File: src/chirp_pkg.sv
package chirp_pkg;

  // one signed I or Q sample as it leaves the NCO or ADC
  typedef logic signed [15:0] sample_t;

  // packed pair, I in the upper half
  typedef logic [31:0] iq_t;

  // one output word {upper, lower}
  typedef logic [63:0] word_t;

  // sample counter, global counter low half, chirp setup values
  typedef logic [31:0] count_t;

  // NCO phase accumulator and tuning word
  typedef logic [31:0] phase_t;

  // per-half source select
  typedef logic [1:0] route_t;

  // adc I/Q pair
  localparam route_t route_adc        = 2'd0;
  // dac I/Q pair
  localparam route_t route_dac        = 2'd1;
  // running count of written samples
  localparam route_t route_adc_count  = 2'd2;
  // free-running cycle counter
  localparam route_t route_glbl_count = 2'd3;

  // chirp sequencing
  typedef enum logic [1:0] {
    chirp_idle,
    chirp_armed,
    chirp_run,
    chirp_done
  } chirp_state_e;

endpackage
File: src/sample_router.sv
`timescale 1ns/100ps

module sample_router import chirp_pkg::*; (
  input  count_t chirp_control_word_i,
  input  iq_t    adc_iq_i,
  input  iq_t    dac_iq_i,
  input  count_t adc_count_i,
  input  count_t glbl_count_i,
  input  logic   frame_first_i,
  input  logic   frame_last_i,
  output word_t  wr_word_o,
  output logic   wr_last_o
);

  route_t sel_lower;
  route_t sel_upper;
  count_t half_lower;
  count_t half_upper;

  // same mux for both halves
  function automatic count_t pick(route_t sel, iq_t adc_iq, iq_t dac_iq,
                                  count_t adc_cnt, count_t glbl_cnt);
    case (sel)
      route_adc:        pick = adc_iq;
      route_dac:        pick = dac_iq;
      route_adc_count:  pick = adc_cnt;
      route_glbl_count: pick = glbl_cnt;
    endcase
  endfunction

  assign sel_lower = chirp_control_word_i[1:0];
  assign sel_upper = chirp_control_word_i[5:4];

  assign half_lower = pick(sel_lower, adc_iq_i, dac_iq_i, adc_count_i, glbl_count_i);
  assign half_upper = pick(sel_upper, adc_iq_i, dac_iq_i, adc_count_i, glbl_count_i);

  // header and trailer carry timestamp and sample count
  assign wr_word_o = (frame_first_i || frame_last_i) ? {glbl_count_i, adc_count_i}
                                                      : {half_upper, half_lower};
  assign wr_last_o = frame_last_i;

endmodule

File: config.mk
export PLATFORM = sky130hd
export DESIGN_NAME = sample_router
export DESIGN_NICKNAME = d
export VERILOG_FILES = /design/src/chirp_pkg.sv /design/src/sample_router.sv
export SDC_FILE = /design/constraint.sdc
export NUM_CORES = 1
export LEC_CHECK = 0
export ABC_CLOCK_PERIOD_IN_PS = 3930
export BUFFER_PORTS_ARGS = -buffer_cell sky130_fd_sc_hd__buf_2
export CAP_MARGIN = 20
export CORE_AREA = 2 2 87 89
export DETAILED_ROUTE_END_ITERATION = 8
export DIE_AREA = 0 0 89 91
export PLACE_DENSITY = 0.81
export SLEW_MARGIN = 20
export SYNTH_ARGS = -nofsm -noshare
export SYNTH_HDL_FRONTEND = slang
export SYNTH_SLANG_ARGS = --single-unit
File: constraint.sdc
create_clock -name vclk -period 3.93
set_clock_uncertainty 0.1 [all_clocks]
set_input_delay 1.179 -clock vclk [all_inputs]
set_output_delay 1.179 -clock vclk [all_outputs]
set_load 0.005 [all_outputs]
==> impl_metrics.yaml <==
final_layout:
  layoutNonFillerInstCount: 581
  numSequentialCells: 0
  layout.clock_buffers: 0
  fill_cells: 748
  layout-area-overhead-vs-synth_pct: 50.0
  drive_gt1_frac: 0.459
  numnets_final: 646
  multi_input_comb_area_mm2: 0.00199
  num_antenna_cells: 0
  seqCellArea_um2: 0
floorplan:
  die_height_um: 91
  core-area_mm2: 0.00714
  num_rows: 31
  die_width_um: 89
  floorplan.io_pins: 227
  design.die.area_mm2: 0.00810
  starting_density_of_the_core: 0.308
detailed_routing:
  drt.antenna.violating_nets: 0
  drtPass1Iterations: 5
  route.detailed.vias_per_inst: 5.75
  routed_wire_length_mm: 9.44
  route.detailed.wl_per_inst_um: 16.2
  drtIter0Drc: 152
  via_count: 3338
  drc: 0
grt:
  grt_first_pass_wirelength_mm: 13.9
  grt_overflow_total: 0
  pin_count_of_the_biggest_net_entering_global_routing: 42
  antenna_found_initial: 0
  grt_usage: 0.204
  via_count_of_the_first_global_routing_pass: 3158
setup_path:
  crit_buf_inv: 3
  crit_path_end_kind: "primary output"
  worst_ep_arrival_time_ns: 2.39
  slowest_stage: "buf_2"
  required_ns: 2.65
  crit_path_frequent_cell: "buf_2"
  critical_path.max_stage_delay_ns: 0.30
  worst-path-max-fanout: 17
  timing.critical_path.max_delay_family: "buffers and inverters"
  critPathKind: "in2out"
  worstPathCellList: "buf_2, buf_12, mux2i_1, nor2_1, a221o_1, buf_2"
  startpoint_type_of_the_worst_setup_path: "input pin"
sta:
  finalHoldViolations: 0
  number_of_failing_setup_endpoints_in_the_final_timing_report: 0
  finalSetupTns_ns: 0
  grt_setup_unrepaired: "no"
  fmax_achieved_mhz: 273
  worstMarginPinSlew_ns: 0.397
  finalCriticalPeriod_ns: 3.66
  worst_slew_margin_rel: 0.735
  layout_worst_path_cycle_share: 0.933
  number_of_pins_with_negative_max_slew_slack_in_the_final_report: 0
placed_design:
  gp_routability_congestion: 0.806
  dp.final_hpwl_mm: 7.17
  dp_cells: 581
  placement.io_buffers: 199
job:
  number_of_maximum_capacitance_constraint_violations: 0
logic_synthesis:
  synthAdderAreaFrac: 0
  netlist.area_leader.share: 0.164
  nets_in_the_synthesized_netlist: 468
  synthesis.instances: 306
  synthXorXnorAreaFrac: 0
  ys_seq_area_frac: 0
  synth_simple_gate_area_frac: 0.164
  synthesis.area_per_instance_um2: 7.18
  synth_area_leader_cell: "mux2_1"
  dominant_combinational_cell_family_by_area_after_synthesis: "compound AO/OA/AOI/OAI gates"
  post_synth_num_cell_types: 23
  yosys-top-cells-area: "mux2_1 (16%), mux2i_1 (15%), a221o_1 (14%)"
  compound_gate_fraction_of_synth_area: 0.426
  synthesis.yosys.warnings: 0
  synthesis.area_mm2: 0.00220
  post_synth_mux_area_share: 0.310
clock_tree:
  cts_resized: 0
  cts_post_setup_buffers_inserted: 0
  postCtsHoldBufs: 0
power_and_ir_drop:
  power_per_cell_area_mw_per_mm2: 117
  total_leakage_power_nw: 1.61
  ir_worst_vdd_mv: 0.0498
hold_path:
  worstHoldPathType: "in2out"
run_status:
  outcome: "completed"
-- placed cells by master (no fill, tap or decap), types with 4 or more instances in the layout --
cell type,count
buf_4,15
mux2_1,32
mux2i_1,32
a21oi_1,32
o31ai_1,32
buf_12,4
a221o_1,31
o22ai_1,32
nand2b_1,32
nor2_1,31
buf_2,198
-- report_power, final --
part | switching (mW) | internal [mW] | total, mW | leakage, nW
Sequential | 0 | 0 | 0 | 0
Clock | 0 | 0 | 0 | 0
Combinational | 0.187 | 0.199 | 0.386 | 1.61
Total | 0.187 | 0.199 | 0.386 | 1.61
-- final timing paths --
check	start	endpoint	slack, ns	cells after the start
setup / recovery	chirp_control_word_i[1]	wr_word_o[25]	0.27	6
hold / removal	frame_last_i	wr_last_o	2.50	2
-- cell type report --
type,count,share of cell area
inverters,1,0.00114
multi-input cells,264,0.602
well taps,99,0.0376
repair buffers,217,0.359
-- routing by layer --
metal  part of all wire  track usage  vias to the layer above
li1                   -            -                     1561
met3              0.096       0.0382                       16
met1               0.37        0.220                     1552
met5                  0            0                        -
met2               0.52        0.391                      209
met4              0.015       0.0585                        0
-- metrics by stage --
step / util / setup WS [ns] / cell area [um2] / power (mW) / hold slack, ns
floorplan: - / 0.507 / 2200 / 0.201 / 2.32
global placement: 0.462 / 0.266 / 3300 / 0.370 / 2.50
detailed placement: 0.462 / 0.263 / 3300 / 0.382 / 2.50
CTS: 0.462 / 0.252 / 3300 / 0.383 / 2.50
global route: 0.462 / 0.173 / 3300 / 0.420 / 2.51
finish: 0.462 / 0.265 / 3300 / 0.386 / 2.50
-- cell families (layout without fill, tap and decap cells) --
group,count (synthesis),after routing
compound gates,131,131
buf+inv,42,218
mux,64,64
simple gates,69,69
No activity file was read; power rests on OpenSTA's default activity.
