## config.mk

```make
export PLATFORM = sky130hd
export DESIGN_NAME = adc_loopback
export DESIGN_NICKNAME = d
export VERILOG_FILES = /design/src/chirp_pkg.sv /design/src/adc_loopback.sv
export SDC_FILE = /design/constraint.sdc
export NUM_CORES = 2
export LEC_CHECK = 0
export BUFFER_PORTS_ARGS = -buffer_cell sky130_fd_sc_hd__buf_2
export CORE_ASPECT_RATIO = 0.8
export CORE_MARGIN = 1.5
export CORE_UTILIZATION = 35
export DETAILED_ROUTE_END_ITERATION = 10
export HOLD_SLACK_MARGIN = 0.1
export MAX_ROUTING_LAYER = met4
export PLACE_DENSITY = 0.55
export RECOVER_POWER = 50
export SKIP_CTS_REPAIR_TIMING = 1
export SYNTH_ARGS = -nofsm -noshare
export SYNTH_HDL_FRONTEND = slang
export SYNTH_SLANG_ARGS = --single-unit
```

## constraint.sdc

```tcl
create_clock -name clk_245_76MHz -period 0.97 [get_ports clk_245_76MHz]
set_input_delay 0 -clock clk_245_76MHz [delete_from_list [all_inputs] [get_ports clk_245_76MHz]]
set_output_delay 0 -clock clk_245_76MHz [all_outputs]
set_load 0.01 [all_outputs]
```

## src/chirp_pkg.sv

```systemverilog
package chirp_pkg;

  // one signed I or Q sample as it leaves the NCO or ADC
  typedef logic signed [15:0] sample_t;

  // packed pair, I in the upper half
  typedef logic [31:0] iq_t;

  // one output word {upper, lower}
  typedef logic [63:0] word_t;

  // sample counter, global counter low half, chirp setup values
  typedef logic [31:0] count_t;

  // NCO phase accumulator and tuning word
  typedef logic [31:0] phase_t;

  // per-half source select
  typedef logic [1:0] route_t;

  // adc I/Q pair
  localparam route_t route_adc        = 2'd0;
  // dac I/Q pair
  localparam route_t route_dac        = 2'd1;
  // running count of written samples
  localparam route_t route_adc_count  = 2'd2;
  // free-running cycle counter
  localparam route_t route_glbl_count = 2'd3;

  // chirp sequencing
  typedef enum logic [1:0] {
    chirp_idle,
    chirp_armed,
    chirp_run,
    chirp_done
  } chirp_state_e;

endpackage
```

## src/adc_loopback.sv

```systemverilog
`timescale 1ns/100ps

module adc_loopback import chirp_pkg::*; #(
  parameter int adc_delay = 100
) (
  input  logic    clk_245_76MHz,
  input  logic    cpu_reset,
  input  sample_t nco_i_i,
  input  sample_t nco_q_i,
  output iq_t     dac_iq_o,
  output iq_t     adc_iq_o,
  output logic    sample_valid_o
);

  // two register stages on the dac side
  sample_t dac_i_r;
  sample_t dac_q_r;
  sample_t dac_i_rr;
  sample_t dac_q_rr;

  // return path, one entry per cycle of flight time
  iq_t delay_q [adc_delay];

  always_ff @(posedge clk_245_76MHz) begin
    dac_i_r  <= nco_i_i;
    dac_q_r  <= nco_q_i;
    dac_i_rr <= dac_i_r;
    dac_q_rr <= dac_q_r;
  end

  assign dac_iq_o = {dac_i_rr, dac_q_rr};

  always_ff @(posedge clk_245_76MHz) begin
    if (cpu_reset) begin
      for (int k = 0; k < adc_delay; k++) delay_q[k] <= '0;
    end else begin
      // echo comes back at half amplitude, sign kept
      delay_q[0] <= {dac_i_rr >>> 1, dac_q_rr >>> 1};
      for (int k = 1; k < adc_delay; k++) delay_q[k] <= delay_q[k-1];
    end
  end

  assign adc_iq_o = delay_q[adc_delay-1];

  // adc always delivers once out of reset
  always_ff @(posedge clk_245_76MHz) begin
    if (cpu_reset) begin
      sample_valid_o <= 1'b0;
    end else begin
      sample_valid_o <= 1'b1;
    end
  end

endmodule

```

==> flow_metrics.py <==
metrics = {
    "clocking": {
        "tritoncts": "built",
        "root_buffer": "clkbuf_16",
        "cts_sinks": 3065,
        "clockBufferDepth": 4,
        "htreeDepth": 5,
        "path_clk_slew_ns": 0.06,
        "clkLatencyLatePin_ns": 0.83,
        "numCtsBuffers": 297,
    },
    "route": {
        "drtIter0Drc": 1204,
        "via_per_inst": 3.783,
        "wire_per_inst_um": 9.026,
        "final_antenna_net_count": 0,
        "routed_wl_um": 91580,
        "vias": 38384,
        "drc": 6,
        "drt_pre_antenna_iters": 10,
    },
    "pwr": {
        "p_sw_frac": 0.1962,
        "total_power_mw": 245.2,
        "p_per_area_mw_per_mm2": 2475,
        "cellLeakagePower_nw": 41.68,
        "p_clk_frac": 0.470,
        "seq_power_share": 0.515,
        "netSwitchingPower_mw": 48.12,
        "p_int_mw": 197.1,
        "max-vdd-ir-drop_mv": 1.262,
        "p_comb_frac": 0.015,
    },
    "layout": {
        "design_area_mm2": 0.09907,
        "nets": 6818,
        "final_common_cell": "dfxtp_1",
        "drive_gt1_frac": 0.1236,
        "areaGrowthSynthToFinish_pct": 19.79,
        "final_cell_mix": "dfxtp_1 (3,019), nor2b_1 (2,302), and2b_1 (698)",
    },
    "place": {
        "dpl.hpwl_um": 45620,
        "placed_cell_area_mm2": 0.08806,
        "port_buffers": 98,
        "gp_congestion": 0.6581,
        "detailedPlace.worstSlack_ns": -0.1097,
    },
    "hold_path": {
        "worstHoldEndpoint": "dac_i_rr[13]",
        "hp-class": "flop to flop",
        "hp-start": "dac_i_r[13]",
        "hold_path_depth": 0,
    },
    "worst_setup_path": {
        "rrSetupSlack_ns": 0.28,
        "worst-path-max-fanout": 32,
        "path_cells": "dlygate4sd3_1 > clkbuf_2 > buf_4 > buf_12 > buf_4 > nor2b_1",
        "critPathKind": "primary input to flop",
        "slowest_delay_ns": 0.57,
        "cp-end-kind": "flop",
        "crit_buf_inv": 5,
        "cp-start-kind": "primary input",
        "crit_required_ns": 1.66,
        "crit_arrival_ns": 2.05,
        "worstReg2RegEnd": "delay_q[0][10]",
        "cp_top_family": "buffers and inverters",
        "reg2reg_from": "dac_q_rr[11]",
        "reg2reg_depth": 2,
        "crit_slowest_cell": "buf_4",
        "cp_common_cell": "buf_4",
    },
    "logic_synthesis": {
        "syn-num-nets": 6465,
        "synthCells": 6431,
        "synth_area_leaders": "dfxtp_1 (74%), nor2b_1 (17%), and2b_1 (6.3%), clkbuf_1 (1.4%), buf_4 (0.36%)",
        "synth_area_per_cell_um2": 12.86,
        "synth_area_leader_cell": "dfxtp_1",
        "ys_seq_area_frac": 0.7419,
        "synthesis.area_mm2": 0.08270,
        "synth_warnings": 0,
        "synth_cell_types": 7,
        "ys_seq_elements": 3065,
        "synth_top_area_frac": 0.7419,
    },
    "grt": {
        "grt_max_degree": 67,
        "globalRouteTotalUtil": 0.07959,
        "grt-ovfl-total": 0,
        "first_global_vias": 37153,
        "grt_pass1_wl_um": 163400,
        "antenna_found_initial": 1,
    },
    "run_status": {
        "violations": "DRC, setup timing",
        "status": "complete, but fails checks",
    },
    "sta": {
        "max_freq_mhz": 734.5,
        "drv_slew": 0,
        "post-route-worst-setup-slack_ns": -0.3915,
        "hold_viol": 0,
        "worst_pin_slew_ns": 0.5741,
        "rsz0062_at_grt": "true",
        "finalClockSkew_ns": 0.04604,
        "post-route-period-util": 1.404,
        "min_period_ns": 1.362,
        "setup_viol": 2660,
        "slew-limit-headroom": 0.6173,
    },
    "die": {
        "coreArea_mm2": 0.2348,
        "initial_utilization": 0.3523,
        "chipWidth_um": 546.5,
        "rows": 159,
        "num_io_pins": 99,
        "die_area_mm2": 0.2392,
        "dieHeight_um": 437.8,
    },
    "run": {
        "cap_violations": 0,
    },
}
==> final cells by class <==
class	count	area (um^2)
Fill cell	21709	135700
Clock buffer	426	8787
Sequential cell	3065	61420
Antenna cell	1	2.502
Multi-Input combinational cell	3000	19640
Tap cell	3139	3928
Inverter	1	3.754
Timing Repair Buffer	419	4006
Clock inverter	95	1282
==> power by group through the flow <==
stage	clock (mW)	sequential [mW]	combinational, mW
2_1_floorplan	0	129	2.06
3_5_place_dp	0	129	3.56
4_1_cts	120	126	3.57
6_report	115	126	3.66
5_1_grt	125	126	4.10
3_3_place_gp	0	129	3.51
==> worst max path at each step <==
stage                       from         endpoint  depth (start not counted)
global placement       cpu_reset  delay_q[24][68]                          5
global route        dac_i_rr[13]     dac_iq_o[29]                          1
CTS                 dac_i_rr[13]     dac_iq_o[29]                          1
floorplan              cpu_reset   delay_q[0][89]                          4
detailed placement     cpu_reset  delay_q[24][72]                          5
finish                 cpu_reset   delay_q[4][45]                          6
==> worst register-to-register path: stages (launching register included) <==
cell and delay, ns:
dfxtp_2 0.33, buf_4 0.12, and2b_1 0.14
==> metrics by stage <==
step | hold slack, ns | setup TNS, ns | util | instances
after floorplan | 0.02772 | 0 | - | 6431
after global placement | 0.1022 | -47.33 | 0.3751 | 9553
after detailed placement | 0.1036 | -58.37 | 0.3751 | 9553
after CTS | -0.8394 | -25.83 | 0.4180 | 10074
after global routing | 0.2664 | -502.71 | 0.4220 | 10146
final | 0.3246 | -431.76 | 0.4220 | 10146
==> kinds of logic after synthesis <==
kind of cell	share of synthesized area
flops	0.7419
simple gates	0.2375
buf+inv	0.02061
==> cell usage after synthesis, drive strengths merged <==
master  instances
inv             1
nor2b        2302
clkbuf        301
and2b         698
buf            64
dfxtp        3065
==> state kept, by name (all words and copies together) (netlist names) <==
register / flops
dac_q_r: 16
dac_i_rr: 16
sample_valid_o: 1
delay_q: 3000
dac_q_rr: 16
dac_i_r: 16
==> per-layer routing <==
| metal | share of wire | track usage | vias to the layer above |
|---|---|---|---|
| li1 | - | - | 20003 |
| met1 | 0.48 | 0.09449 | 17724 |
| met2 | 0.44 | 0.1249 | 374 |
| met3 | 0.046 | 0.02282 | 283 |
| met4 | 0.036 | 0.03636 | 0 |
| met5 | 0 | - | - |
Power figures use the tool's default switching activity.
