File: config.mk
export PLATFORM = sky130hd
export DESIGN_NAME = credit_tx_fifo
export DESIGN_NICKNAME = d
export VERILOG_FILES = /design/src/chirp_pkg.sv /design/src/credit_tx_fifo.sv
export SDC_FILE = /design/constraint.sdc
export NUM_CORES = 2
export LEC_CHECK = 0
export BUFFER_PORTS_ARGS = -buffer_cell sky130_fd_sc_hd__buf_2
export CORE_MARGIN = 5
export CORE_UTILIZATION = 57
export DETAILED_ROUTE_END_ITERATION = 10
export GPL_ROUTABILITY_DRIVEN = 0
export PLACE_DENSITY = 0.85
export SYNTH_ARGS = -nofsm -noshare
export SYNTH_HDL_FRONTEND = slang
export SYNTH_MEMORY_MAX_BITS = 65536
export SYNTH_SLANG_ARGS = --single-unit
File: constraint.sdc
create_clock -name clk_245_76MHz -period 4.7 [get_ports clk_245_76MHz]
set_input_delay 0.235 -clock clk_245_76MHz [delete_from_list [all_inputs] [get_ports clk_245_76MHz]]
set_output_delay 0.235 -clock clk_245_76MHz [all_outputs]
set_load 0.1 [all_outputs]
File: src/chirp_pkg.sv
package chirp_pkg;

  // one signed I or Q sample as it leaves the NCO or ADC
  typedef logic signed [15:0] sample_t;

  // packed pair, I in the upper half
  typedef logic [31:0] iq_t;

  // one output word {upper, lower}
  typedef logic [63:0] word_t;

  // sample counter, global counter low half, chirp setup values
  typedef logic [31:0] count_t;

  // NCO phase accumulator and tuning word
  typedef logic [31:0] phase_t;

  // per-half source select
  typedef logic [1:0] route_t;

  // adc I/Q pair
  localparam route_t route_adc        = 2'd0;
  // dac I/Q pair
  localparam route_t route_dac        = 2'd1;
  // running count of written samples
  localparam route_t route_adc_count  = 2'd2;
  // free-running cycle counter
  localparam route_t route_glbl_count = 2'd3;

  // chirp sequencing
  typedef enum logic [1:0] {
    chirp_idle,
    chirp_armed,
    chirp_run,
    chirp_done
  } chirp_state_e;

endpackage
File: src/credit_tx_fifo.sv
`timescale 1ns/100ps

module credit_tx_fifo import chirp_pkg::*; #(
  parameter int fifo_depth = 64,
  parameter int tx_credits = 8
) (
  input  logic  clk_245_76MHz,
  input  logic  cpu_reset,
  input  logic  wr_en_i,
  input  word_t wr_word_i,
  input  logic  wr_last_i,
  input  logic  credit_i,
  output logic  out_valid_o,
  output word_t out_word_o,
  output logic  out_last_o,
  output logic  overflow_o
);

  localparam int ptr_w  = (fifo_depth > 1) ? $clog2(fifo_depth) : 1;
  localparam int cnt_w  = $clog2(fifo_depth + 1);
  localparam int cred_w = $clog2(tx_credits + 1);

  // storage, last flag kept above the word
  logic [64:0]       mem [fifo_depth];
  logic [ptr_w-1:0]  wr_ptr_q;
  logic [ptr_w-1:0]  rd_ptr_q;
  logic [cnt_w-1:0]  fill_q;
  logic [cred_w-1:0] credit_q;
  logic              full;
  logic              push;
  logic              pop;

  assign full = (fill_q == cnt_w'(fifo_depth));
  assign push = wr_en_i && !full;
  // read only with data waiting and a credit in hand
  assign pop  = (fill_q != '0) && (credit_q != '0);

  always_ff @(posedge clk_245_76MHz) begin
    if (push) mem[wr_ptr_q] <= {wr_last_i, wr_word_i};
  end

  always_ff @(posedge clk_245_76MHz) begin
    if (cpu_reset) begin
      wr_ptr_q   <= '0;
      rd_ptr_q   <= '0;
      fill_q     <= '0;
      overflow_o <= 1'b0;
    end else begin
      if (push) wr_ptr_q <= (wr_ptr_q == ptr_w'(fifo_depth - 1)) ? '0 : wr_ptr_q + 1'b1;
      if (pop)  rd_ptr_q <= (rd_ptr_q == ptr_w'(fifo_depth - 1)) ? '0 : rd_ptr_q + 1'b1;
      fill_q <= fill_q + cnt_w'(push) - cnt_w'(pop);
      // dropped word, flag stays until reset
      if (wr_en_i && full) overflow_o <= 1'b1;
    end
  end

  // credit pool, capped at its starting size
  always_ff @(posedge clk_245_76MHz) begin
    if (cpu_reset) begin
      credit_q <= cred_w'(tx_credits);
    end else if (credit_i && !pop) begin
      if (credit_q != cred_w'(tx_credits)) credit_q <= credit_q + 1'b1;
    end else if (!credit_i && pop) begin
      credit_q <= credit_q - 1'b1;
    end
  end

  // registered output stage
  always_ff @(posedge clk_245_76MHz) begin
    if (cpu_reset) begin
      out_valid_o <= 1'b0;
    end else begin
      out_valid_o <= pop;
    end
  end

  always_ff @(posedge clk_245_76MHz) begin
    if (pop) {out_last_o, out_word_o} <= mem[rd_ptr_q];
  end

endmodule

==> results.yml <==
status:
  status: "finished with violations"
  violations: "design-rule violations, max-capacitance violations, max-slew violations"
logic_synthesis:
  synth_edf_count: 4225
  syn-num-nets: 7284
  yosysWarnings: 0
  async_flop_share: 0
  synth_ff_type: "edfxtp_1"
  synth_cell_types: 49
  synth-seq-cells: 4250
  syn_area_um2: 161000
  synth.avg_cell_area_um2: 22.4
  ys_seq_area_frac: 0.790
  synthCells: 7200
timing:
  fin_skew_ns: 0.0585
  fin_hold_ws_ns: 0.0273
  finalSetupViolCount: 0
  finalMaxSlewViolations: 11
  hold_viol: 0
  slew_headroom: -0.0172
  worst_slew_pin_slew_ns: 1.52
  finalCritPeriodShare: 0.941
  layout_setup_ws_ns: 0.277
  layout_min_cycle_time_ns: 4.42
  max_freq_mhz: 226
  rsz0062_at_grt: "no"
power_and_ir_drop:
  p_leak_nw: 55.3
  combPwrFrac: 0.193
  seqPwrFrac: 0.461
  pwr-share-clk: 0.347
  power.share.switching: 0.284
  ir_drop_uv: 505
  cellPowerDensity_nw_per_um2: 517
  power.total_w: 0.0937
  switching_power_w: 0.0266
  p_int_w: 0.0671
floorplan:
  start_util: 0.572
  pin_count: 136
  core_um2: 282000
  die_h_um: 542
  num_rows: 195
  dieArea_um2: 294000
  die_w_um: 542
route:
  vias: 88100
  ant_nets: 0
  drt_pass1_iterations: 10
  drc: 3
  routed_wl_um: 499000
  vias_per_cell: 7.56
  drt_iter0_markers: 17900
  wl_per_cell_um: 42.8
cells_and_area:
  nets: 7653
  fill_cells: 16000
  design_area_um2: 181000
  fin_util: 0.642
  multi_input_area_um2: 32500
  layout_commonest_cell: "edfxtp_1"
  final_cell_mix: "edfxtp_1, mux4_2, mux2i_1, clkbuf_16, o22ai_1"
  area_growth_syn_to_layout_pct: 12.3
  seq_area_um2: 127000
  drive_gt1_frac: 0.249
placed_design:
  post-place-ws_ns: 0.859
  port-buffer-count: 135
  dpl.hpwl_um: 231000
  placed_cell_area_um2: 168000
cts:
  cts_made_buffers: 395
  htreeDepth: 5
  cts.clk_slew.worst_paths_ns: 0.06
  post_cts_buffers: 0
  cts.repair.resized: 0
  clock_latency_ns: 0.94
  clockRootBuffer: "clkbuf_16"
  cts_tree: "built"
  cts.sinks: 4250
  cts.path.max_buffers: 4
  cts-hold-fix-buffers: 4
worst_setup_path:
  slowest_stage: "nor2_4"
  timing.rr.end: "mem[34][6]"
  r2r_slack_ns: 0.28
  critPathKind: "flip-flop to flip-flop"
  worst_ep_required_time_ns: 5.30
  cp_top_family: "simple AND/OR/NAND/NOR gates"
  rr_worst_depth: 9
  start_kind: "flip-flop"
  slowest_delay_ns: 1.35
  worst_path_most_repeated_cell: "inv_1"
  worstPathArrival_ns: 5.02
  cp_num_buf_inv: 3
  end_kind: "flip-flop"
  path_cells: "inv_1 -> ha_1 -> nor4bb_1 -> a21boi_2 -> inv_1 -> nor2_1 -> nand2_1 -> nor2_4 -> buf_4"
  cp_max_fo: 13
  cp_num_cells: 9
  r2r-start: "fill_q[3]"
global_route:
  grt_overflow: 0
  grt_first_pass_wirelength_um: 696000
  first_global_vias: 90300
  grtUsageTotal: 0.339
  grt_max_degree: 143
  antenna_found_initial: 48
run:
  drv_cap: 1
hold_path:
  holdCritStartpoint: "wr_word_i[19]"
  min-delay-path-class: "input port to flip-flop"
  holdPathStages: 2
  min_to: "mem[36][19]"
worst register-to-register path, stage by stage (launching register included):
cell	delay, ns
dfxtp_1	0.39
inv_1	0.10
ha_1	0.20
nor4bb_1	0.18
a21boi_2	0.46
inv_1	0.13
nor2_1	0.33
nand2_1	0.59
nor2_4	1.35
buf_4	0.36
layout make-up:
class | instances | area share
Timing Repair Buffer | 387 | 0.0206
Inverter | 16 | 0.000387
Antenna cell | 28 | 0.000387
Clock inverter | 242 | 0.0128
Tap cell | 3743 | 0.0259
Multi-Input combinational cell | 2519 | 0.179
Clock buffer | 463 | 0.0571
Sequential cell | 4250 | 0.704
routing by layer:
metal	vias to the layer above	GRT usage	part of all wire	wire (um)
li1	31300	-	-	-
met1	43500	0.407	0.28	141000
met2	10600	0.515	0.46	228000
met3	2663	0.122	0.17	84100
met4	46	0.237	0.091	45200
met5	-	0	0.00065	325
logic make-up (layout without fill, tap and decap cells):
family | count (synthesis) | count (layout) | synth area share
adders and majority gates | 15 | 15 | 0.00126
muxes | 1381 | 1381 | 0.154
buffers and inverters | 431 | 1108 | 0.0122
other | 0 | 28 | 0
AOI/OAI and AO/OA | 748 | 748 | 0.0316
and+or+nand+nor | 360 | 360 | 0.0104
xor gates and xnor gates | 15 | 15 | 0.000815
DFF | 4250 | 4250 | 0.790
power groups by stage:
stage          Combinational (W)  Sequential [W]  Clock [W]
6_report                  0.0181          0.0432     0.0325
5_1_grt                   0.0186          0.0431     0.0341
4_1_cts                   0.0177          0.0431     0.0324
3_5_place_dp              0.0169          0.0439          0
3_3_place_gp              0.0165          0.0438          0
2_1_floorplan             0.0105          0.0456          0
per-stage QoR:
stage	TNS, ns	cells
after detailed placement	0	10900
after floorplan	-148.34	7200
after global placement	0	10900
after CTS	0	11600
final	0	11600
after global routing	0	11600
sequential cells by signal, summed over array words and instances, names as in the netlist:
signal	flops
out_last_o	1
out_word_o	64
rd_ptr_q	6
out_valid_o	1
mem	4160
overflow_o	1
wr_ptr_q	6
fill_q	7
credit_q	4
worst max path at each step:
stage,startpoint,end,slack (ns)
finish,fill_q[3],mem[34][6],0.28
floorplan,fill_q[2],mem[62][0],-0.12
CTS,fill_q[4],mem[34][6],0.55
detailed placement,fill_q[3],mem[34][7],0.86
global placement,fill_q[3],mem[34][7],0.86
global route,fill_q[3],mem[34][43],0.34
Yosys cell counts, types with 13 or more instances:
cell	n	share of area
nor2_1	155	0.0036
o21ai_0	54	0.0017
o22ai_1	195	0.0076
mux2i_1	452	0.028
clkbuf_1	177	0.0041
buf_4	26	0.0012
a22o_1	51	0.0028
buf_2	157	0.0049
nor3_1	66	0.0020
o21ai_1	52	0.0016
a22oi_1	51	0.0024
a31oi_1	16	0.00062
a221oi_1	65	0.0035
a211oi_1	103	0.0048
mux2_2	56	0.0039
edfxtp_1	4225	0.79
mux4_2	873	0.12
nand2_1	46	0.0011
inv_1	13	0.00030
o221ai_1	65	0.0035
nor2b_1	55	0.0021
ha_1	13	0.0010
a21oi_1	87	0.0027
buf_1	47	0.0011
dfxtp_1	25	0.0031
Power figures use the tool's default switching activity.
