--- config.mk ---
export PLATFORM = sky130hd
export DESIGN_NAME = capture_ctrl
export DESIGN_NICKNAME = d
export VERILOG_FILES = /design/src/chirp_pkg.sv /design/src/capture_ctrl.sv
export SDC_FILE = /design/constraint.sdc
export NUM_CORES = 1
export LEC_CHECK = 0
export BUFFER_PORTS_ARGS = -buffer_cell sky130_fd_sc_hd__clkbuf_2
export CAP_MARGIN = 20
export CORE_MARGIN = 4
export CORE_UTILIZATION = 38
export CTS_CLUSTER_DIAMETER = 100
export DETAILED_ROUTE_END_ITERATION = 10
export GPL_ROUTABILITY_DRIVEN = 0
export PLACE_DENSITY_LB_ADDON = 0.08
export SLEW_MARGIN = 20
export SYNTH_ARGS = -nofsm -noshare
export SYNTH_HDL_FRONTEND = slang
export SYNTH_SLANG_ARGS = --single-unit
export TNS_END_PERCENT = 1
--- constraint.sdc ---
create_clock -name clk_245_76MHz -period 3.19 [get_ports clk_245_76MHz]
set_input_delay 0.1595 -clock clk_245_76MHz [delete_from_list [all_inputs] [get_ports clk_245_76MHz]]
set_output_delay 0.1595 -clock clk_245_76MHz [all_outputs]
set_load 0.005 [all_outputs]
--- src/chirp_pkg.sv ---
package chirp_pkg;

  // one signed I or Q sample as it leaves the NCO or ADC
  typedef logic signed [15:0] sample_t;

  // packed pair, I in the upper half
  typedef logic [31:0] iq_t;

  // one output word {upper, lower}
  typedef logic [63:0] word_t;

  // sample counter, global counter low half, chirp setup values
  typedef logic [31:0] count_t;

  // NCO phase accumulator and tuning word
  typedef logic [31:0] phase_t;

  // per-half source select
  typedef logic [1:0] route_t;

  // adc I/Q pair
  localparam route_t route_adc        = 2'd0;
  // dac I/Q pair
  localparam route_t route_dac        = 2'd1;
  // running count of written samples
  localparam route_t route_adc_count  = 2'd2;
  // free-running cycle counter
  localparam route_t route_glbl_count = 2'd3;

  // chirp sequencing
  typedef enum logic [1:0] {
    chirp_idle,
    chirp_armed,
    chirp_run,
    chirp_done
  } chirp_state_e;

endpackage
--- src/capture_ctrl.sv ---
`timescale 1ns/100ps

module capture_ctrl import chirp_pkg::*; #(
  parameter int dds_latency = 2
) (
  input  logic   clk_245_76MHz,
  input  logic   cpu_reset,
  input  logic   adc_enable_i,
  input  logic   chirp_init_i,
  input  logic   sample_valid_i,
  output logic   wr_en_o,
  output logic   frame_first_o,
  output logic   frame_last_o,
  output count_t adc_count_o,
  output count_t glbl_count_o
);

  localparam int drain_w = $clog2(dds_latency + 1);

  // registered enable
  logic               enable_r;
  // frame open, only updated once the drain is done
  logic               enable_rr;
  logic [drain_w-1:0] drain_cnt_q;
  logic               drain_idle;
  logic               first_q;
  count_t             adc_cnt_q;
  count_t             glbl_cnt_q;

  assign drain_idle = (drain_cnt_q == '0);

  always_ff @(posedge clk_245_76MHz) begin
    if (cpu_reset) begin
      enable_r  <= 1'b0;
      enable_rr <= 1'b0;
    end else begin
      enable_r <= adc_enable_i;
      if (drain_idle) enable_rr <= enable_r;
    end
  end

  // drain covers samples still inside the dds pipeline
  always_ff @(posedge clk_245_76MHz) begin
    if (cpu_reset) begin
      drain_cnt_q <= '0;
    end else if (chirp_init_i || (enable_r && !adc_enable_i)) begin
      drain_cnt_q <= drain_w'(dds_latency);
    end else if (!drain_idle) begin
      drain_cnt_q <= drain_cnt_q - 1'b1;
    end
  end

  // header flag, lines up with the first write
  always_ff @(posedge clk_245_76MHz) begin
    if (cpu_reset) begin
      first_q <= 1'b0;
    end else begin
      first_q <= drain_idle && enable_r && !enable_rr;
    end
  end

  assign wr_en_o       = enable_rr && sample_valid_i;
  assign frame_first_o = first_q;
  // final write of the frame carries the trailer
  assign frame_last_o  = drain_idle && enable_rr && !enable_r;

  // sample counter, only on written cycles
  always_ff @(posedge clk_245_76MHz) begin
    if (cpu_reset) begin
      adc_cnt_q <= '0;
    end else if (wr_en_o) begin
      adc_cnt_q <= adc_cnt_q + count_t'(1);
    end
  end

  // free-running cycle counter
  always_ff @(posedge clk_245_76MHz) begin
    if (cpu_reset) begin
      glbl_cnt_q <= '0;
    end else begin
      glbl_cnt_q <= glbl_cnt_q + count_t'(1);
    end
  end

  assign adc_count_o  = adc_cnt_q;
  assign glbl_count_o = glbl_cnt_q;

endmodule

==> results.md <==
* Kind of critical path: register to register
* DP HPWL at 5760 microns
* Sink Count at between 60 and 70
* Total power density per cell area at roughly 410 mW/mm^2
* CP max FO at 16
* Sequential area share after synthesis at 42.1%
* Worst hold path depth at 3
* Die width at between 100 and 150 microns
* Setup TNS at 0 ns
* Pre-Repair DR Iteration Count at 4
* Min Hold Slack at ~0.035 ns
* Hold endpoint: enable_r
* VDD IR max at between 0.2 and 0.25 mV
* Hold Path Class: input port to register
* Clock power frac at between 40% and 50%
* Grt ovf at 0
* RSZ-0062 raised after global routing: false
* Clk root buf: clkbuf_8
* Worst slew pin tran at ~0.68 ns
* Postcts setup bufs at 0
* Netlist cell types at 31
* TritonCTS clock tree: done
* Yosys reg bits at 69
* Die height at roughly 100 microns
* Via density at approximately 5.4
* Normalized max-slew margin at between 50% and 60%
* Buf+Inv Stages, Crit Path at 1
* Gr usage total at 16.6%
* Max-Cap Viols at 0
* Clock skew at around 0.0095 ns
* Cell Chain, Critical Path: ha_1 > inv_1 > or4_1 > or4_1 > a21oi_1
* Slowest-stage cell, CP: or4_1
* Most frequent CP cell: or4_1
* Row count at 33
* Worst flop-to-flop path endpoint: glbl_count_o[24]
* Crit-path leading delay family: simple AND/OR/NAND/NOR gates
* Setup violations, final at 0
* Drt wl/cell at approximately 14 microns
* Synth area leaders: dfxtp_1 (42%), a21oi_1 (5.3%), or4_1 (4.3%), nor2_1 (4.1%), nand3_1 (3.7%)
* DRC viols at 0
* Power Total at between 1.5 and 2 mW
* Share of cells above drive strength 1 at roughly a fifth
* Reg2reg start: glbl_count_o[0]
* Post-synth net total at a little under 400
* I/O pin count at 72
* Mapped cell area at about 0.0033 sq mm
* Ant. Diodes at 0
* Initial antenna violation count at 0
* Final ANT Viol Nets at 0
* Full die area at between 0.01 and 0.015 sq mm
* Leakage at around 1.4 nW
* Post-layout nets at 465
* Worst Path Arrival at approximately 2.5 ns
* Req. time, crit path at 3.45 ns
* FMAX at approximately 440 MHz
* Cell count after synthesis at between 300 and 400
* Core area at 0.00830 sq mm
* Post-CTS sizing at 0
* Final Critical Period at between 2 and 2.5 ns
* Syn_area_per_cell at 8.40 sq um
* Area leader, netlist: dfxtp_1
* Final hold vios at 0
* Reg power frac at 54.8%
* Synthesis-to-finish area growth at 18.9%
* Number of global-route vias before repair at approximately 2,800
* Cts hold-fix bufs at 0
* Global-route wire length before repair at 13,700 microns
* CP Capture Type: register
* Sequential Area at 0.00138 sq mm
* CP startpoint kind: register
* Status: finished clean
* Largest net degree at the start of global routing at 48
* Switch Pwr at 0.343 mW
* Min-delay src: adc_enable_i
* Slowest stage delay, CP at ~0.74 ns
* Worst r2r path cells at 5
* Number of port buffers at between 70 and 80
* Clk_lat worst skew at 0.34 ns
* Clock Tree Buf Depth at 2
* Post-route clock period utilization at a little under three quarters
* Comb pwr share at around 2.6%
* Top-area cell type share of the netlist area at 42.1%
* Synthesis Warnings at 0
* Vias at 3,057
* Pint at roughly 1.3 mW
* Num CTS Buffers at 9
* Detailed Route Iter0 Violations at 127
* Filler instances at between 800 and 900
* Multi-input logic area at around 0.0018 sq mm
* Switching share of total power at 21.4%
* Final slew viol count at 0
* R2R Setup Slk at between 0.9 and 1 ns
* Aggregate routed wire length at just over 8000 microns
* CTS HTree Levels at 3
* Clk pin slew, worst setup/hold paths at about 0.07 ns
* Worst setup path startpoint: glbl_count_o[0]
* Starting Density at around two fifths
flip-flops by register name, summed over array words and instances, names as in the netlist:
register	cells
adc_count_o	32
drain_cnt_q	2
enable_r	1
enable_rr	1
frame_first_o	1
glbl_count_o	32
power groups by stage:
stage / sequential (mW) / combinational, mW / clock, mW
6_report: 0.877 / 0.0411 / 0.681
5_1_grt: 0.878 / 0.0473 / 0.751
4_1_cts: 0.876 / 0.0423 / 0.710
3_5_place_dp: 0.896 / 0.0418 / 0
3_3_place_gp: 0.896 / 0.0419 / 0
2_1_floorplan: 0.895 / 0.0247 / 0
synthesized netlist by cell type:
library cell / number
o31ai_1: 15
nand3_1: 24
nor2b_1: 9
or4b_1: 1
xor2_1: 11
mux2_2: 8
o41ai_1: 1
nor3_1: 3
or4_4: 2
and3_1: 10
clkbuf_1: 11
xnor2_1: 11
nand4_4: 1
a21oi_1: 35
clkbuf_2: 1
nand2_1: 31
nand4_1: 19
or3_1: 17
nor4_1: 12
and4_1: 8
nor2_1: 36
nor4b_1: 1
ha_1: 2
buf_6: 1
buf_2: 2
dfxtp_1: 69
o21ai_0: 16
and2_1: 5
buf_1: 2
inv_1: 8
or4_1: 19
final cells by class:
| cell class | count | share of cell area (%) |
|---|---|---|
| multi-input combinational | 297 | 46.0 |
| clock inverter | 2 | 0.898 |
| tap | 105 | 3.37 |
| timing repair buffer | 73 | 9.81 |
| inverter | 8 | 0.769 |
| clock buffer | 12 | 3.72 |
| sequential | 69 | 35.4 |
worst max-delay path by stage:
stage / depth (start not counted) / end
2_1_floorplan: 7 / glbl_count_o[26]
3_3_place_gp: 5 / glbl_count_o[24]
3_5_place_dp: 5 / glbl_count_o[26]
4_1_cts: 5 / glbl_count_o[24]
5_1_grt: 5 / glbl_count_o[24]
6_report: 5 / glbl_count_o[24]
layer usage:
| layer | GRT usage [%] | part of all wire, % | up-vias |
|---|---|---|---|
| li1 | - | - | 1578 |
| met1 | 21.5 | 47 | 1412 |
| met2 | 26.6 | 46 | 60 |
| met3 | 5.61 | 5.7 | 7 |
| met4 | 4.29 | 0.84 | 0 |
| met5 | 0 | 0 | - |
worst register-to-register path: stages (launching register included):
cell	delay (ns)
dfxtp_1	0.42
ha_1	0.30
inv_1	0.06
or4_1	0.74
or4_1	0.55
a21oi_1	0.14
kinds of logic after synthesis:
logic type,count (synthesis),synth area share (%)
and+or+nand+nor,198,33.9
xor gates and xnor gates,22,5.87
adders and majority gates,2,0.762
DFF,69,42.1
muxes,8,2.74
buffers and inverters,25,3.20
AOI/OAI and AO/OA,67,11.5
through the flow:
step / setup WS, ns / utilization, % / std cells / cell area [sq um]
after CTS: 0.904 / 47.0 / 566 / 3900
after global placement: 1.00 / 44.9 / 552 / 3720
after floorplan: 1.22 / - / 391 / 3280
final: 0.909 / 47.0 / 566 / 3900
after detailed placement: 0.925 / 44.9 / 552 / 3720
after global routing: 0.735 / 47.0 / 566 / 3900
layout by cell type (no fill, tap or decap), types with 15 or more instances in the layout:
| cell type | n |
|---|---|
| nor2_1 | 36 |
| clkbuf_2 | 71 |
| nand4_1 | 19 |
| nand3_1 | 24 |
| or3_1 | 17 |
| or4_1 | 19 |
| a21oi_1 | 35 |
| o21ai_0 | 16 |
| dfxtp_1 | 69 |
| o31ai_1 | 15 |
| nand2_1 | 31 |
Power figures use the tool's default switching activity.
