File: src/chirp_pkg.sv
package chirp_pkg;

  // one signed I or Q sample as it leaves the NCO or ADC
  typedef logic signed [15:0] sample_t;

  // packed pair, I in the upper half
  typedef logic [31:0] iq_t;

  // one output word {upper, lower}
  typedef logic [63:0] word_t;

  // sample counter, global counter low half, chirp setup values
  typedef logic [31:0] count_t;

  // NCO phase accumulator and tuning word
  typedef logic [31:0] phase_t;

  // per-half source select
  typedef logic [1:0] route_t;

  // adc I/Q pair
  localparam route_t route_adc        = 2'd0;
  // dac I/Q pair
  localparam route_t route_dac        = 2'd1;
  // running count of written samples
  localparam route_t route_adc_count  = 2'd2;
  // free-running cycle counter
  localparam route_t route_glbl_count = 2'd3;

  // chirp sequencing
  typedef enum logic [1:0] {
    chirp_idle,
    chirp_armed,
    chirp_run,
    chirp_done
  } chirp_state_e;

endpackage
File: src/chirp_nco.sv
`timescale 1ns/100ps

module chirp_nco import chirp_pkg::*; #(
  parameter int dds_latency = 2
) (
  input  logic    clk_245_76MHz,
  input  logic    cpu_reset,
  input  logic    chirp_init_i,
  input  logic    chirp_enable_i,
  input  count_t  chirp_freq_offset_i,
  input  count_t  chirp_tuning_word_coeff_i,
  input  count_t  chirp_count_max_i,
  output logic    chirp_ready_o,
  output logic    chirp_active_o,
  output logic    chirp_done_o,
  output sample_t nco_i_o,
  output sample_t nco_q_o,
  output logic    nco_valid_o
);

  chirp_state_e state_q;
  count_t       run_cnt_q;
  phase_t       phase_q;
  phase_t       tuning_q;

  sample_t raw_i;
  sample_t raw_q;

  // output pipeline, stands in for the dds core latency
  sample_t pipe_i [dds_latency];
  sample_t pipe_q [dds_latency];
  logic    pipe_v [dds_latency];

  // state machine
  always_ff @(posedge clk_245_76MHz) begin
    if (cpu_reset) begin
      state_q   <= chirp_idle;
      run_cnt_q <= '0;
    end else begin
      case (state_q)
        chirp_idle: begin
          if (chirp_init_i) state_q <= chirp_armed;
        end
        chirp_armed: begin
          run_cnt_q <= '0;
          if (chirp_enable_i) state_q <= chirp_run;
        end
        chirp_run: begin
          run_cnt_q <= run_cnt_q + count_t'(1);
          // last active cycle when count hits max-1
          if (run_cnt_q == chirp_count_max_i - count_t'(1)) state_q <= chirp_done;
        end
        default: begin
          // done lasts a single cycle
          state_q <= chirp_idle;
        end
      endcase
    end
  end

  // phase accumulator with a linearly growing tuning word
  always_ff @(posedge clk_245_76MHz) begin
    if (cpu_reset) begin
      phase_q  <= '0;
      tuning_q <= '0;
    end else if (state_q == chirp_armed) begin
      // load start frequency, phase restarts at zero
      phase_q  <= '0;
      tuning_q <= chirp_freq_offset_i;
    end else if (state_q == chirp_run) begin
      phase_q  <= phase_q + tuning_q;
      tuning_q <= tuning_q + chirp_tuning_word_coeff_i;
    end
  end

  // phase ramp in place of a sine table
  assign raw_i = phase_q[31:16];
  // Q leads by a quarter turn
  assign raw_q = raw_i + sample_t'(16384);

  always_ff @(posedge clk_245_76MHz) begin
    if (cpu_reset) begin
      for (int k = 0; k < dds_latency; k++) begin
        pipe_i[k] <= '0;
        pipe_q[k] <= '0;
        pipe_v[k] <= 1'b0;
      end
    end else begin
      pipe_i[0] <= raw_i;
      pipe_q[0] <= raw_q;
      pipe_v[0] <= (state_q == chirp_run);
      for (int k = 1; k < dds_latency; k++) begin
        pipe_i[k] <= pipe_i[k-1];
        pipe_q[k] <= pipe_q[k-1];
        pipe_v[k] <= pipe_v[k-1];
      end
    end
  end

  assign nco_i_o     = pipe_i[dds_latency-1];
  assign nco_q_o     = pipe_q[dds_latency-1];
  assign nco_valid_o = pipe_v[dds_latency-1];

  // status straight from the state register
  assign chirp_ready_o  = (state_q == chirp_armed);
  assign chirp_active_o = (state_q == chirp_run);
  assign chirp_done_o   = (state_q == chirp_done);

endmodule

File: config.mk
export PLATFORM = sky130hd
export DESIGN_NAME = chirp_nco
export DESIGN_NICKNAME = d
export VERILOG_FILES = /design/src/chirp_pkg.sv /design/src/chirp_nco.sv
export SDC_FILE = /design/constraint.sdc
export NUM_CORES = 1
export LEC_CHECK = 0
export ABC_AREA = 1
export BUFFER_PORTS_ARGS = -buffer_cell sky130_fd_sc_hd__buf_4
export CAP_MARGIN = 0
export CORE_MARGIN = 2
export CORE_UTILIZATION = 50
export CTS_BUF_LIST = sky130_fd_sc_hd__clkbuf_2 sky130_fd_sc_hd__clkbuf_4 sky130_fd_sc_hd__clkbuf_8
export CTS_CLUSTER_SIZE = 12
export DETAILED_ROUTE_END_ITERATION = 12
export PLACE_DENSITY_LB_ADDON = 0.25
export SLEW_MARGIN = 10
export SYNTH_ARGS = -nofsm -noshare
export SYNTH_HDL_FRONTEND = slang
export SYNTH_SLANG_ARGS = --single-unit
export TNS_END_PERCENT = 100
File: constraint.sdc
create_clock -name clk_245_76MHz -period 7.1 [get_ports clk_245_76MHz]
set_input_delay 0.71 -clock clk_245_76MHz [delete_from_list [all_inputs] [get_ports clk_245_76MHz]]
set_output_delay 0.71 -clock clk_245_76MHz [all_outputs]
set_load 0.01 [all_outputs]
==> results of run 1 <==
worst max-delay path by stage:
stage,startpoint,endpoint,slack [ns],cells past startpoint
2_1_floorplan,chirp_tuning_word_coeff_i[0],tuning_q[22],4.34,14
3_3_place_gp,chirp_tuning_word_coeff_i[0],tuning_q[22],3.89,15
3_5_place_dp,chirp_tuning_word_coeff_i[0],tuning_q[22],3.85,15
4_1_cts,state_q[1],run_cnt_q[20],4.07,6
5_1_grt,state_q[0],run_cnt_q[19],3.80,7
6_report,state_q[1],run_cnt_q[20],4.12,6
final cells by class:
class	instances	area [um^2]
fillers	2151	8920
flip-flops and latches	136	2720
repair buffers	140	1050
multi-input cells	1258	6670
inverters	210	788
clock buffers	17	234
well taps	275	344
clock inverters	15	159
cell families (layout without fill, tap and decap cells):
group / Yosys count / in the layout
fa+ha+maj: 70 / 70
flops: 136 / 136
xor+xnor: 81 / 81
buf+inv: 281 / 382
simple gates: 807 / 807
compound gates: 300 / 300
report_power, final:
part | internal, mW | switching (mW) | total [mW]
Sequential | 0.902 | 0.122 | 1.02
Clock | 0.292 | 0.362 | 0.654
Combinational | 0.506 | 0.911 | 1.42
state kept, by name, summed over array words and instances, names as in the netlist:
| name | flops |
|---|---|
| pipe_q | 4 |
| run_cnt_q | 32 |
| pipe_i | 32 |
| phase_q | 32 |
| state_q | 2 |
| tuning_q | 32 |
| pipe_v | 2 |
placed cells by master (no fill, tap or decap), types with 12 or more instances in the layout:
cell type,count
nor2_1,264
inv_1,207
ha_1,68
o21bai_1,12
xor2_1,54
a21oi_1,120
nor4_1,14
nand2_1,368
o211ai_1,15
nand4_1,28
buf_4,140
nand3_1,72
xnor2_1,27
nor3_1,26
clkbuf_8,17
o21ai_0,117
dfxtp_1,136
stage by stage:
| stage | worst slack (ns) | instance area, um^2 | utilization [%] |
|---|---|---|---|
| 5_1_grt | 3.80 | 12000 | 57.3 |
| 3_5_place_dp | 3.85 | 11600 | 55.4 |
| 4_1_cts | 4.07 | 12000 | 57.3 |
| 2_1_floorplan | 4.34 | 10600 | - |
| 6_report | 4.12 | 12000 | 57.3 |
| 3_3_place_gp | 3.89 | 11600 | 55.4 |
synth_stat cells (2+ instances only):
| cell | count | area share, % |
|---|---|---|
| nand2_1 | 368 | 13 |
| nor2_1 | 265 | 9.4 |
| inv_1 | 207 | 7.4 |
| dfxtp_1 | 136 | 26 |
| a21oi_1 | 120 | 5.7 |
| o21ai_0 | 117 | 5.5 |
| nand3_1 | 72 | 3.4 |
| ha_1 | 68 | 8.1 |
| xor2_1 | 54 | 4.5 |
| buf_4 | 32 | 2.3 |
| clkbuf_1 | 31 | 1.1 |
| nand4_1 | 28 | 1.7 |
| xnor2_1 | 27 | 2.2 |
| nor3_1 | 26 | 1.2 |
| o211ai_1 | 15 | 1.1 |
| nor4_1 | 14 | 0.83 |
| o21bai_1 | 12 | 0.85 |
| a21o_1 | 10 | 0.71 |
| a21boi_0 | 6 | 0.43 |
| buf_1 | 6 | 0.21 |
| nor2_2 | 6 | 0.36 |
| or2_2 | 6 | 0.36 |
| nand2_2 | 5 | 0.30 |
| a31oi_1 | 4 | 0.24 |
| nand3b_1 | 4 | 0.28 |
| a211oi_1 | 3 | 0.21 |
| nor2_4 | 3 | 0.32 |
| o21a_1 | 3 | 0.21 |
| a221oi_1 | 2 | 0.17 |
| a32o_1 | 2 | 0.19 |
| and2_1 | 2 | 0.12 |
| clkinv_1 | 2 | 0.071 |
| fa_1 | 2 | 0.38 |
| nand3_2 | 2 | 0.19 |
| o21ai_1 | 2 | 0.095 |
| o221ai_1 | 2 | 0.17 |
per-layer routing:
layer  vias to the layer above  track usage, %  wire [um]  part of all wire, %
li1                       5593               -          -                    -
met1                      4824            36.2      13900                   47
met2                       313            45.7      13500                   46
met3                        52            3.46       1660                  5.6
met4                         0            8.00        648                  2.2
met5                         -               0          0                    0
worst max-delay path, delay by kind of cell, from the launching register on:
| family | cells | cell delay, ns |
|---|---|---|
| flops | 1 | 0.39 |
| buf+inv | 2 | 0.49 |
| fa+ha+maj | 1 | 0.59 |
| simple gates | 3 | 1.39 |
==> impl_metrics.json, run 1 <==
{
  "yosysUniqueCellTypes": 47,
  "synthSimpleGateAreaFrac_pct": 32.2,
  "synth_top_family_by_area": "simple AND/OR/NAND/NOR gates",
  "viasPerCell": 5.26,
  "hold_end": "pipe_i[0][17]",
  "drc": 0,
  "finalPower_mw": 3.09,
  "insertion_delay_ns": 0.47,
  "arrival_ns": 3.33,
  "wl_per_cell_um": 14.5,
  "cp_cell_sequence": "inv_1 -> ha_1 -> nor2_4 -> nor2_1 -> inv_1 -> and3_1",
  "grt_pass1_vias": 10126,
  "grtUsageTotal_pct": 27.1,
  "cp_max_fo": 34,
  "regToRegSetupSlack_ns": 4.12,
  "reg2reg_from": "state_q[1]",
  "core_mm2": 0.0209,
  "antenna_found_initial": 0,
  "synthAdderAreaFrac_pct": 8.44,
  "antenna_cells": 0,
  "final.setup_skew_ns": 0.0171,
  "slew_viol_final": 0,
  "max-cap-violations": 0,
  "syn-num-nets": 1845,
  "seq_area_frac_synth_pct": 25.8,
  "rr_worst_depth": 6,
  "io_pins": 136,
  "crit_top_cell": "inv_1",
  "critPathCaptureType": "flip-flop",
  "routed_wl_mm": 29.7,
  "yosysWarnings": 0,
  "die_y_um": 149,
  "synth_mux_area_share_pct": 0,
  "critical_path.max_stage_delay_ns": 0.80,
  "leakage_nw": 5.69,
  "nets": 1933,
  "worstSetupPathType": "reg2reg",
  "stdcell_count": 2051,
  "ir_drop_mv": 0.154,
  "post_synth.cell_area_avg_um2": 6.30,
  "fmax_ghz": 0.336,
  "postCtsSetupBuffers": 0,
  "cts.hold.buffers_added": 0,
  "drtPass1Iterations": 5,
  "synth-edff-count": 0,
  "synthFlopType": "dfxtp_1",
  "hold_start": "pipe_i[0][1]",
  "die_x_um": 149,
  "status": "finished, final reports clean",
  "grt_pass1_wl_mm": 48.6,
  "start_util_pct": 50.5,
  "clockBufferDepth": 2,
  "syn2layout_area_growth_pct": 13.3,
  "syn_inst": 1675,
  "hold_viol": 0,
  "worst_pin_slew_ns": 1.03,
  "num_rows": 53,
  "slew_headroom_pct": 31.3,
  "rsz0062_at_grt": "false",
  "dp_hpwl_mm": 23.6,
  "r2r-end": "run_cnt_q[20]",
  "num_vias": 10782,
  "drt-initial-drc-count": 743,
  "synthesis.area_mm2": 0.0106,
  "fin_hold_ws_ns": 0.401,
  "cts.sinks": 136,
  "tns_ns": 0,
  "root_buffer": "clkbuf_8",
  "finalCritPeriodShare_pct": 41.9,
  "tritoncts": "done",
  "ctsHtreeMaxLevel": 4,
  "min_path_type": "reg2reg",
  "ant_nets": 0,
  "ys_seq_elements": 136,
  "design.die.area_mm2": 0.0223,
  "clkTransAtPathRegs_ns": 0.08,
  "grt-ovfl-total": 0,
  "dp_cells": 2019,
  "grt_max_degree": 52,
  "synth_compound_area_share_pct": 15.7,
  "min_path_cells": 2,
  "start_kind": "flip-flop",
  "power_density_mw_per_mm2": 259,
  "worstPathRequired_ns": 7.46,
  "period_minus_slack_ns": 2.98,
  "synthArstFlopShare_pct": 0,
  "synth-xor-area-share_pct": 6.72,
  "port_buffers": 135,
  "cts_resized": 0,
  "place.gp.congestion": 0.997,
  "setup_viol": 0,
  "worst_path_max_delay_cell": "nor2_1",
  "cts_buffers": 17,
  "drive_above_1_share_pct": 11.3
}
No activity file was read; power rests on OpenSTA's default activity.
==> run 2, diff against run 1 <==
--- a/config.mk
+++ b/config.mk
@@ -5,7 +5,7 @@
 export SDC_FILE = /design/constraint.sdc
 export NUM_CORES = 1
 export LEC_CHECK = 0
-export ABC_AREA = 1
+export ABC_AREA = 0
 export BUFFER_PORTS_ARGS = -buffer_cell sky130_fd_sc_hd__buf_4
 export CAP_MARGIN = 0
 export CORE_MARGIN = 2
==> constraint.sdc (replaced) <==
create_clock -name clk_245_76MHz -period 2.8 [get_ports clk_245_76MHz]
set_input_delay 0.28 -clock clk_245_76MHz [delete_from_list [all_inputs] [get_ports clk_245_76MHz]]
set_output_delay 0.28 -clock clk_245_76MHz [all_outputs]
set_load 0.01 [all_outputs]
==> run 2 against run 1 <==
Against the previous run: first-iteration DRC count fell by 13%; clock skew fell by 0.0032 ns; critical endpoint is now phase_q[30]; die area fell by 9.6%; sequential share of layout area rose by 0.18 points; core utilization rose by 6.3 points.
==> impl_metrics.json, run 2 <==
{
  "worst_pin_slew_ns": 0.706,
  "rsz0062_at_grt": "true",
  "syn-num-nets": 1339,
  "drc": 0,
  "crit_buf_inv": 2,
  "clockBufferDepth": 2,
  "root_buffer": "clkbuf_8",
  "tritoncts": "done",
  "slew_viol_final": 0,
  "crit_start": "phase_q[0]",
  "routed_wl_mm": 25.6,
  "fmax_ghz": 0.365,
  "hold_viol": 0,
  "place.gp.congestion": 0.933,
  "post_synth.cell_area_avg_um2": 8.15,
  "placed_area_mm2": 0.0111,
  "syn2layout_area_growth_pct": 25.0,
  "synth.most_common_cell": "dfxtp_1",
  "cts_buffers": 17,
  "final.setup_skew_ns": 0.0139,
  "grtUsageTotal_pct": 25.2,
  "core_mm2": 0.0187,
  "period_minus_slack_ns": 2.74,
  "reg2reg_from": "phase_q[0]",
  "critical_path.max_stage_delay_ns": 0.49,
  "ir_drop_mv": 0.546,
  "die_y_um": 142,
  "viasPerCell": 5.68,
  "ant_nets": 0,
  "num_rows": 50,
  "grt_pass1_wl_mm": 40.7,
  "synthesis.area_mm2": 0.00952,
  "critical_path.top_delay_family": "compound AO/OA/AOI/OAI gates",
  "crit_cells": 13,
  "multi_input_area_mm2": 0.00657,
  "worstPathRequired_ns": 3.22,
  "drive_above_1_share_pct": 25.3,
  "cts.hold.buffers_added": 0,
  "synth_common_cells": "dfxtp_1 (136), nor2_1 (133), a21oi_1 (69)",
  "dp_hpwl_mm": 19.1,
  "min_path_type": "in2reg",
  "finalCritPeriodShare_pct": 97.7,
  "rr_worst_depth": 13,
  "synthArstFlopShare_pct": 0,
  "seq_area_mm2": 0.00273,
  "nets": 1515,
  "synth_area_leaders": "dfxtp_1 (29%), ha_1 (8.9%), xnor2_1 (5.4%)",
  "setup_viol": 0,
  "grt_max_degree": 75,
  "insertion_delay_ns": 0.48,
  "synthFlopType": "dfxtp_1",
  "grt-ovfl-total": 0,
  "antenna_found_initial": 0,
  "status": "finished, final reports clean",
  "r2r-end": "phase_q[30]",
  "yosysUniqueCellTypes": 68,
  "start_kind": "flip-flop",
  "final_common_cell": "buf_4",
  "cp_max_fo": 2,
  "synth_top_area_share_pct": 28.6,
  "ctsHtreeMaxLevel": 4,
  "start_util_pct": 50.9,
  "leakage_nw": 5.11,
  "antenna_cells": 0,
  "num_vias": 9050,
  "io_pins": 136,
  "finalInstanceArea_mm2": 0.0119,
  "hold_start": "chirp_freq_offset_i[25]",
  "fill_cells": 1667,
  "synth-edff-count": 0,
  "syn_inst": 1169,
  "clkTransAtPathRegs_ns": 0.08,
  "pre_cts_ws_ns": -0.325,
  "slew_headroom_pct": 52.9,
  "regToRegSetupSlack_ns": 0.06,
  "drt-initial-drc-count": 648,
  "arrival_ns": 3.15,
  "port_buffers": 135,
  "cp-endpoint": "phase_q[30]",
  "synth_top_cell_by_area": "dfxtp_1",
  "ys_seq_elements": 136,
  "layout_common_cells": "buf_4 (232), nor2_1 (132), dfxtp_1 (131)",
  "final_core_util_pct": 63.6,
  "worst_slack_ns": 0.0638,
  "power_density_mw_per_mm2": 688,
  "yosysWarnings": 0,
  "design.die.area_mm2": 0.0202,
  "max-cap-violations": 0,
  "wl_per_cell_um": 16.1,
  "grt_pass1_vias": 8424,
  "worst_path_max_delay_cell": "or4_1",
  "worstSetupPathType": "reg2reg",
  "cp_cell_sequence": "ha_1 -> inv_1 -> fa_2 -> nor2b_2 -> o21a_1 -> o21ai_2 -> a21oi_2 -> a2111oi_2 -> buf_4 -> nor4_4 -> or4_1 -> a211oi_2 -> a211o_1",
  "critPathCaptureType": "flip-flop",
  "die_x_um": 142,
  "drtPass1Iterations": 5,
  "cts.sinks": 136,
  "seq_area_frac_synth_pct": 28.6
}
==> run 2: cell count changes after synthesis, sizes merged, moves of 11 or more <==
cell / delta
a211oi: +18
a21o: +11
a21oi: -51
and3: +11
inv: -169
mux2i: +35
nand2: -305
nand2b: +13
nand3: -37
nor2: -141
nor2b: +49
o21ai: -74
xnor2: +32
==> run 2: how the worst min path moves through the flow <==
stage                     to  slack (ns)  depth (start not counted)
6_report        tuning_q[25]        0.11                          3
3_3_place_gp   pipe_i[0][28]        0.42                          1
4_1_cts         tuning_q[25]        0.08                          3
5_1_grt         tuning_q[25]        0.11                          3
2_1_floorplan  pipe_i[0][16]        0.41                          1
3_5_place_dp   pipe_i[0][19]        0.42                          1
==> run 2: layout make-up <==
class | instances | area share (%)
multi-input combinational | 917 | 55.2
sequential | 136 | 22.9
timing repair buffer | 234 | 14.8
tap | 234 | 2.46
clock buffer | 18 | 2.08
clock inverter | 14 | 1.28
inverter | 39 | 1.23
==> run 2: cells by family (layout without fill, tap and decap cells) <==
family                     after synthesis  after routing  share of synthesized area [%]
and+or+nand+nor                        426            426                           22.9
muxes                                   38             38                           4.03
adders and majority gates               70             70                           9.36
buffers and inverters                  116            305                           5.93
AOI/OAI and AO/OA                      269            269                           18.7
xor gates and xnor gates               114            114                           10.5
DFF                                    136            136                           28.6
==> run 2: worst reg2reg max path: stages, from the launching register on <==
cell       delay [ns]
dfxtp_1          0.33
ha_1             0.21
inv_1            0.08
fa_2             0.21
nor2b_2          0.05
o21a_1           0.19
o21ai_2          0.13
a21oi_2          0.10
a2111oi_2        0.32
buf_4            0.20
nor4_4           0.04
or4_1            0.49
a211oi_2         0.21
a211o_1          0.12
==> run 2: layer usage <==
layer  global-route usage [%]  part of all wire [%]
met3                     5.05                   5.9
met4                     8.21                   2.2
met5                        0                     0
met1                     34.4                    47
met2                     40.0                    45
==> run 2: metrics by stage <==
step,power (mW),TNS (ns),hold slack [ns],cells
detailed placement,6.29,-2.11,0.424,1549
floorplan,5.17,0,0.414,1169
CTS,8.02,-0.0792,0.0831,1590
global placement,6.22,-1.40,0.416,1549
finish,8.18,0,0.108,1592
global route,8.78,-0.0613,0.108,1592
==> run 2: where the power goes <==
group          total, mW  internal [mW]  switching (mW)
Combinational       4.10           1.78            2.32
Clock               1.67          0.769           0.904
Sequential          2.41           2.17           0.242
==> run 2: what timing repair did <==
item	4_1_cts	5_1_grt
resized for setup	15	58
pin swaps	6	24
buffers inserted	9	2
setup endpoints to repair	18	29
